File: src/iq_sample_pkg.sv
`default_nettype none

package iq_sample_pkg;

    // --------------------------------------------------
    // User side sample format
    // --------------------------------------------------
    localparam int SAMPLE_WIDTH     = 12;  // Data field, word bits 11 to 0
    localparam int INFO_WIDTH       = 2;   // Info field, word bits 13 to 12
    localparam int SAMPLES_PER_RAIL = 8;   // Samples per I or Q rail per bundle

    // One sample, info sits above data like in the raw word
    typedef struct packed {
        logic [INFO_WIDTH-1:0]   info;
        logic [SAMPLE_WIDTH-1:0] data;
    } iq_sample_t;

    // Full output bundle for one frame
    // I from lanes 0 and 1, Q from lanes 2 and 3
    typedef struct packed {
        iq_sample_t [SAMPLES_PER_RAIL-1:0] i_rail;  // I samples 0 to 7
        iq_sample_t [SAMPLES_PER_RAIL-1:0] q_rail;  // Q samples 0 to 7
        logic                              sync;    // Frame saw sync_pps
    } iq_bundle_t;

endpackage

`default_nettype wire

File: src/adc_lane_pkg.sv
`default_nettype none

package adc_lane_pkg;

    // --------------------------------------------------
    // ADC lane geometry
    // --------------------------------------------------
    localparam int NUM_LANES       = 4;   // Parallel data lanes from the ADC
    localparam int WORDS_PER_FRAME = 4;   // Words collected per lane into one frame
    localparam int WORD_WIDTH      = 14;  // Raw lane word, info on top of data

    // One raw word as delivered on a single lane
    typedef logic [WORD_WIDTH-1:0] adc_word_t;

    // All four lanes as presented in one clock cycle
    // Index 0 is lane 0
    typedef struct packed {
        adc_word_t [NUM_LANES-1:0] lane;  // 56 bits
    } lane_words_t;

    // --------------------------------------------------
    // Deserialized frame
    // --------------------------------------------------
    // t[0] holds the oldest accepted word, t[3] the newest
    typedef struct packed {
        lane_words_t [WORDS_PER_FRAME-1:0] t;  // 224 bits, t0 to t3
        logic                              sync_seen; // Sync high at any accepting edge
    } adc_frame_t;

endpackage

`default_nettype wire
File: src/adc_capture_top.sv
`default_nettype none

module adc_capture_top (
    input  logic                     clk_0,
    input  logic                     rst_n,
    input  adc_lane_pkg::lane_words_t lane_in,     // ADC word per lane
    input  logic                     lane_valid,  // Word valid level
    input  logic                     sync_pps,    // Pulse-per-second sync level
    output iq_sample_pkg::iq_bundle_t iq_out,      // I/Q samples of the last frame
    output logic                     iq_valid     // New bundle strobe
);

    import adc_lane_pkg::*;

    // --------------------------------------------------
    // Pipeline nets
    // --------------------------------------------------
    adc_frame_t frame;       // Deserializer output
    logic       frame_done;  // Cycle after the fourth word
    adc_frame_t held_frame;  // Recapture output
    logic       held_done;   // One cycle after frame_done

    // Collect four valid words per lane
    lane_deserializer u_lane_deserializer (
        .clk_0      (clk_0),
        .rst_n      (rst_n),
        .lane_in    (lane_in),
        .lane_valid (lane_valid),
        .sync_pps   (sync_pps),
        .frame      (frame),
        .frame_done (frame_done)
    );

    // Register the completed frame
    frame_recapture u_frame_recapture (
        .clk_0      (clk_0),
        .rst_n      (rst_n),
        .frame      (frame),
        .frame_done (frame_done),
        .held_frame (held_frame),
        .held_done  (held_done)
    );

    // Map lanes onto I and Q rails
    iq_mapper u_iq_mapper (
        .clk_0      (clk_0),
        .rst_n      (rst_n),
        .held_frame (held_frame),
        .held_done  (held_done),
        .iq_out     (iq_out),
        .iq_valid   (iq_valid)      // Two edges after frame completion
    );

endmodule

`default_nettype wire

File: src/iq_mapper.sv
`default_nettype none

module iq_mapper (
    input  logic                     clk_0,
    input  logic                     rst_n,
    input  adc_lane_pkg::adc_frame_t  held_frame,  // Recaptured frame
    input  logic                     held_done,   // New frame in held_frame
    output iq_sample_pkg::iq_bundle_t iq_out,      // Most recent bundle
    output logic                     iq_valid     // One cycle pulse per bundle
);

    import adc_lane_pkg::*;
    import iq_sample_pkg::*;

    iq_bundle_t mapped;  // Combinational bundle from held_frame

    // Split one raw word into info and data fields
    function automatic iq_sample_t split_word(input adc_word_t word);
        iq_sample_t s;
        s.info = word[SAMPLE_WIDTH +: INFO_WIDTH];  // Bits 13 to 12
        s.data = word[SAMPLE_WIDTH-1:0];            // Bits 11 to 0
        return s;
    endfunction

    // --------------------------------------------------
    // Lane to rail mapping
    // --------------------------------------------------
    // Lane 0 -> I0..I3, lane 1 -> I4..I7
    // Lane 2 -> Q0..Q3, lane 3 -> Q4..Q7
    always_comb
    begin
        mapped = '0;
        for (int w = 0; w < WORDS_PER_FRAME; w++)
        begin
            mapped.i_rail[w]                   = split_word(held_frame.t[w].lane[0]);
            mapped.i_rail[w + WORDS_PER_FRAME] = split_word(held_frame.t[w].lane[1]);
            mapped.q_rail[w]                   = split_word(held_frame.t[w].lane[2]);
            mapped.q_rail[w + WORDS_PER_FRAME] = split_word(held_frame.t[w].lane[3]);
        end
        mapped.sync = held_frame.sync_seen;
    end

    // --------------------------------------------------
    // Output register
    // --------------------------------------------------
    always_ff @(posedge clk_0 or negedge rst_n)
    begin
        if (!rst_n)
        begin
            iq_out   <= '0;
            iq_valid <= 1'b0;
        end
        else
        begin
            iq_valid <= held_done;           // Pulse lines up with the new bundle
            if (held_done)
            begin
                iq_out <= mapped;            // Held until the next frame
            end
        end
    end

endmodule

`default_nettype wire

File: src/frame_recapture.sv
`default_nettype none

module frame_recapture (
    input  logic                    clk_0,
    input  logic                    rst_n,
    input  adc_lane_pkg::adc_frame_t frame,       // From the deserializer
    input  logic                    frame_done,  // Frame is complete this cycle
    output adc_lane_pkg::adc_frame_t held_frame,  // Stable copy for the mapper
    output logic                    held_done    // frame_done delayed one cycle
);

    // --------------------------------------------------
    // Recapture register
    // --------------------------------------------------
    // Re-times the frame onto a clean register stage ahead of the mapper
    // held_frame only changes when a new frame arrives
    always_ff @(posedge clk_0 or negedge rst_n)
    begin
        if (!rst_n)
        begin
            held_frame <= '0;
        end
        else if (frame_done)
        begin
            held_frame <= frame;             // Words and sync flag together
        end
    end

    // Done pulse follows the data by exactly one stage
    always_ff @(posedge clk_0 or negedge rst_n)
    begin
        if (!rst_n)
        begin
            held_done <= 1'b0;
        end
        else
        begin
            held_done <= frame_done;
        end
    end

endmodule

`default_nettype wire

File: src/lane_deserializer.sv
`default_nettype none

module lane_deserializer (
    input  logic                     clk_0,
    input  logic                     rst_n,
    input  adc_lane_pkg::lane_words_t lane_in,     // One word per lane this cycle
    input  logic                     lane_valid,  // Accept lane_in on this edge
    input  logic                     sync_pps,    // Sync level, sampled with the words
    output adc_lane_pkg::adc_frame_t  frame,       // Last completed frame
    output logic                     frame_done   // One cycle pulse per frame
);

    import adc_lane_pkg::*;

    // --------------------------------------------------
    // Word position tracking
    // --------------------------------------------------
    localparam int POS_W = $clog2(WORDS_PER_FRAME);
    localparam logic [POS_W-1:0] LAST_POS = POS_W'(WORDS_PER_FRAME - 1);

    logic [POS_W-1:0]                   word_pos;  // Slot of the next accepted word
    logic                               last_word; // Current accept completes a frame
    lane_words_t [WORDS_PER_FRAME-2:0]  word_sr;   // Words t0 to t2 of the open frame
    logic                               sync_acc;  // Running sync OR for the open frame

    assign last_word = lane_valid && (word_pos == LAST_POS);

    // Position counter, skips cycles without valid
    always_ff @(posedge clk_0 or negedge rst_n)
    begin
        if (!rst_n)
        begin
            word_pos <= '0;
        end
        else if (last_word)
        begin
            word_pos <= '0;                  // Next word starts a new frame
        end
        else if (lane_valid)
        begin
            word_pos <= word_pos + 1'b1;
        end
    end

    // Shift register, newest word enters at the top
    // After three shifts the oldest word sits in slot 0
    always_ff @(posedge clk_0 or negedge rst_n)
    begin
        if (!rst_n)
        begin
            word_sr  <= '0;
            sync_acc <= 1'b0;
        end
        else if (lane_valid)
        begin
            word_sr  <= {lane_in, word_sr[WORDS_PER_FRAME-2:1]};
            // Flag restarts with every frame
            sync_acc <= last_word ? 1'b0 : (sync_acc | sync_pps);
        end
    end

    // --------------------------------------------------
    // Frame output
    // --------------------------------------------------
    // Fourth word goes straight into t3 with the three held ones below it
    always_ff @(posedge clk_0 or negedge rst_n)
    begin
        if (!rst_n)
        begin
            frame      <= '0;
            frame_done <= 1'b0;
        end
        else
        begin
            frame_done <= last_word;         // High the cycle after the fourth word
            if (last_word)
            begin
                frame.t         <= {lane_in, word_sr};
                frame.sync_seen <= sync_acc | sync_pps; // Include this edge's sync
            end
        end
    end

endmodule

`default_nettype wire

File: config.mk
export PLATFORM = sky130hd
export DESIGN_NAME = adc_capture_top
export DESIGN_NICKNAME = d
export VERILOG_FILES = /design/src/iq_sample_pkg.sv /design/src/adc_lane_pkg.sv /design/src/adc_capture_top.sv /design/src/iq_mapper.sv /design/src/frame_recapture.sv /design/src/lane_deserializer.sv
export SDC_FILE = /design/constraint.sdc
export NUM_CORES = 1
export LEC_CHECK = 0
export BUFFER_PORTS_ARGS = -buffer_cell sky130_fd_sc_hd__buf_4
export CAP_MARGIN = 20
export CORE_UTILIZATION = 25
export CTS_CLUSTER_DIAMETER = 80
export DETAILED_ROUTE_END_ITERATION = 8
export PLACE_DENSITY = 0.45
export SYNTH_ARGS = -nofsm -noshare
export SYNTH_HDL_FRONTEND = slang
export SYNTH_SLANG_ARGS = --single-unit
export TNS_END_PERCENT = 5
File: constraint.sdc
create_clock -name clk_0 -period 1.4 [get_ports clk_0]
set_input_delay 0.07 -clock clk_0 [delete_from_list [all_inputs] [get_ports clk_0]]
set_output_delay 0.07 -clock clk_0 [all_outputs]
set_load 0.03 [all_outputs]
==> summary.txt <==
Yosys
  • Main synth FF type: dfrtp_1
  • Distinct cells, synth: 13
  • Largest cells by area after synthesis: dfrtp_1 66%, mux2_2 24%, mux2_4 7.0%
  • Cell area after synthesis: 32280 um2
  • Yosys top cell by area: dfrtp_1
  • Cells after synthesis: 1795
  • Yosys warnings: 0
  • Yosys reg bits: 849
  • Syn_nets: ~1900
  • Register area share after synthesis: 65.81%
  • Most common cell in the netlist: dfrtp_1
  • Number of synthesized flops with an enable pin: 0
  • Post-synth top cells: 849 x dfrtp_1, 694 x mux2_2, 150 x mux2_4
  • Asr flop ratio synth: 100.0%
  • Top cell type's share of synthesized area: 65.81%
  • Syn Area/Cell: 17.98 um2

Setup path
  • Slack of the worst reg-to-reg path: -180 ps
  • R2R Path Start: u_lane_deserializer.word_pos[1]
  • Critical path class: register to register
  • Reg2Reg Capture Point: u_lane_deserializer.frame[73]
  • CP max FO: 25
  • CP Capture Type: register
  • Critical path data arrival time: around 2200 ps
  • Worst Path Required: around 2000 ps
  • Worst r2r path cells: 5
  • Setup crit start kind: register

Clock tree
  • H-Tree Level Count: 3
  • TritonCTS clock tree: yes
  • CTS root buf: clkbuf_16
  • Clock Sinks: 849
  • Reg clk slew, reported paths: 60 ps
  • Max clock buf depth: 3
  • Post-CTS Setup Bufs: 0
  • Clock buffer count from CTS: 99
  • Skew-Pair Late Insertion Delay: between 600 and 700 ps

Timing
  • Least-Margin Pin Slew: 624.6 ps
  • Final Skew: roughly 17 ps
  • Final setup vio count: 220
  • Final Critical Period: 1581 ps
  • Final period utilization: 112.9%
  • Fin. max-slew vios: 0
  • Fmax: 632.5 MHz
  • Unrepaired setup endpoints after global routing: true
  • Final Hold Viols: 0
  • Final worst slack: -181.0 ps
  • Worst hold margin: between 100 and 150 ps
  • Rel. slew slack: 58.22%

Detailed routing
  • DRT Pass-1 Iters: 4
  • Residual DRC: 0
  • Routed Antenna Nets: 0
  • Vias per cell: a little over 4
  • WL final: 70300 um
  • Via count: 16290
  • Routed WL per cell: around 18 um
  • DR iter-0 viols: 651

Die
  • CORE AREA: 127800 um2
  • Die area: 130600 um2
  • Row Count: 131
  • Chip height: 361.3 um
  • IO Pins: approximately 290
  • Initial core utilization: about a quarter
  • Die W: 361.3 um

Layout
  • Non-filler instance count after layout: 4004
  • Area delta synth->final: 29.20%
  • Final #Nets: ~2300
  • Filler Cells Inserted: 12390
  • Design area: 41710 um2
  • Share of layout cells above drive strength 1: roughly three fifths

Run status
  • Status: finished, violations left
  • Failing checks: setup timing

Power
  • Maximum vdd drop: 1.281 mV
  • PD cells: 2446 nW/um2
  • Static leakage: approximately 0.018 uW
  • Overall power: 102000 uW

GRT
  • First-pass GRT wire length: 112400 um
  • Global Route Usage Sum: around 11%
  • Pin count of the biggest net entering global routing: 82
  • GRT Residual Overflow: 0
  • Initial antenna violation count: 2
  • Vias in the first global route: about 18000

Place
  • Post-Place Cells: between 3000 and 4000
  • Number of I/O port buffers: ~290
  • Pre-CTS setup slack: -226.5 ps
  • HPWL Detailed: 46670 um
  • Post-Place Cell Area: 36930 um2
  • GPL Wtd Cong: approximately 0.7

Min path
  • Worst Hold Class: input pin to async pin

Job
  • Max Cap Violations: 0
[metal layers]
metal | vias to the layer above | share of wire (%) | GRT usage, %
met2 | 258 | 47 | 17.31
met3 | 109 | 4.5 | 2.722
met4 | 2 | 2.5 | 4.154
li1 | 7347 | - | -
met5 | - | 0.018 | 0
met1 | 8570 | 46 | 14.62
[worst max-delay path by stage]
stage,depth (start not counted),slack [ps],to,startpoint
6_report,5,-180,u_lane_deserializer.frame[73],u_lane_deserializer.word_pos[1]
5_1_grt,5,-220,u_lane_deserializer.frame[194],u_lane_deserializer.word_pos[1]
4_1_cts,5,-230,u_lane_deserializer.frame[41],u_lane_deserializer.word_pos[1]
3_5_place_dp,5,-230,u_lane_deserializer.frame[85],u_lane_deserializer.word_pos[1]
3_3_place_gp,5,-210,u_lane_deserializer.frame[43],u_lane_deserializer.word_pos[1]
2_1_floorplan,6,-7,u_lane_deserializer.frame[100],u_lane_deserializer.word_pos[0]
[cell families (layout without fill, tap and decap cells)]
kind of cell    after synthesis  after routing  share of synthesized area, %
simple gates                  4              4                       0.06976
compound gates                3              3                       0.04650
mux                         844            844                         31.19
flops                       849            849                         65.81
buf+inv                      94            640                         2.845
other cells                   0              1                             0
fa+ha+maj                     1              1                       0.03875
[repair_timing]
action | 4_1_cts | 5_1_grt
resized for setup | 159 | 26
gates cloned | 0 | 1
endpoints found under the setup margin | 477 | 366
hold endpoints to repair | 995 | 0
hold buffers | 60 | 0
[critical path, stage by stage, from the launching register on]
cell	delay, ps
dfrtp_1	410
ha_4	200
nand2_8	100
clkinv_16	150
buf_16	240
mux2_4	310
[registers in the layout, summed over array words and instances, names as in the netlist]
name                            count
u_iq_mapper.iq_valid                1
u_lane_deserializer.word_pos        2
u_lane_deserializer.frame         225
u_lane_deserializer.sync_acc        1
u_iq_mapper.iq_out                225
u_lane_deserializer.frame_done      1
u_frame_recapture.held_done         1
u_lane_deserializer.word_sr       168
u_frame_recapture.held_frame      225
[stage by stage]
step	util [%]	setup TNS, ps
5_1_grt	32.62	-43620
2_1_floorplan	-	-732.2
3_3_place_gp	28.88	-33880
3_5_place_dp	28.88	-36500
6_report	32.62	-30030
4_1_cts	32.52	-41360
[cell type report]
cell class / instances / area, um2 / area share (%)
clock buffer: 145 / 2975 / 7.134
clock inverter: 36 / 461.7 / 1.107
tap: 1662 / 2079 / 4.986
sequential: 849 / 21260 / 50.97
antenna: 1 / 2.502 / 0.006000
timing repair buffer: 458 / 4706 / 11.28
multi-input combinational: 852 / 10190 / 24.44
inverter: 1 / 30.03 / 0.07200
[power by group]
part / internal [uW] / switching [uW]
Clock: 16500 / 10300
Combinational: 18700 / 14500
Sequential: 35300 / 6740
[cells in the final DEF (no fill, tap or decap), types with 18 or more instances in the layout]
master,netlist,layout
buf_12,16,31
buf_4,30,201
buf_6,19,157
clkbuf_1,0,18
clkbuf_16,0,104
clkbuf_8,0,24
clkinv_2,0,18
dfrtp_1,849,843
dlygate4sd3_1,0,60
mux2_2,694,679
mux2_4,150,165
No activity file was read; power rests on OpenSTA's default activity.
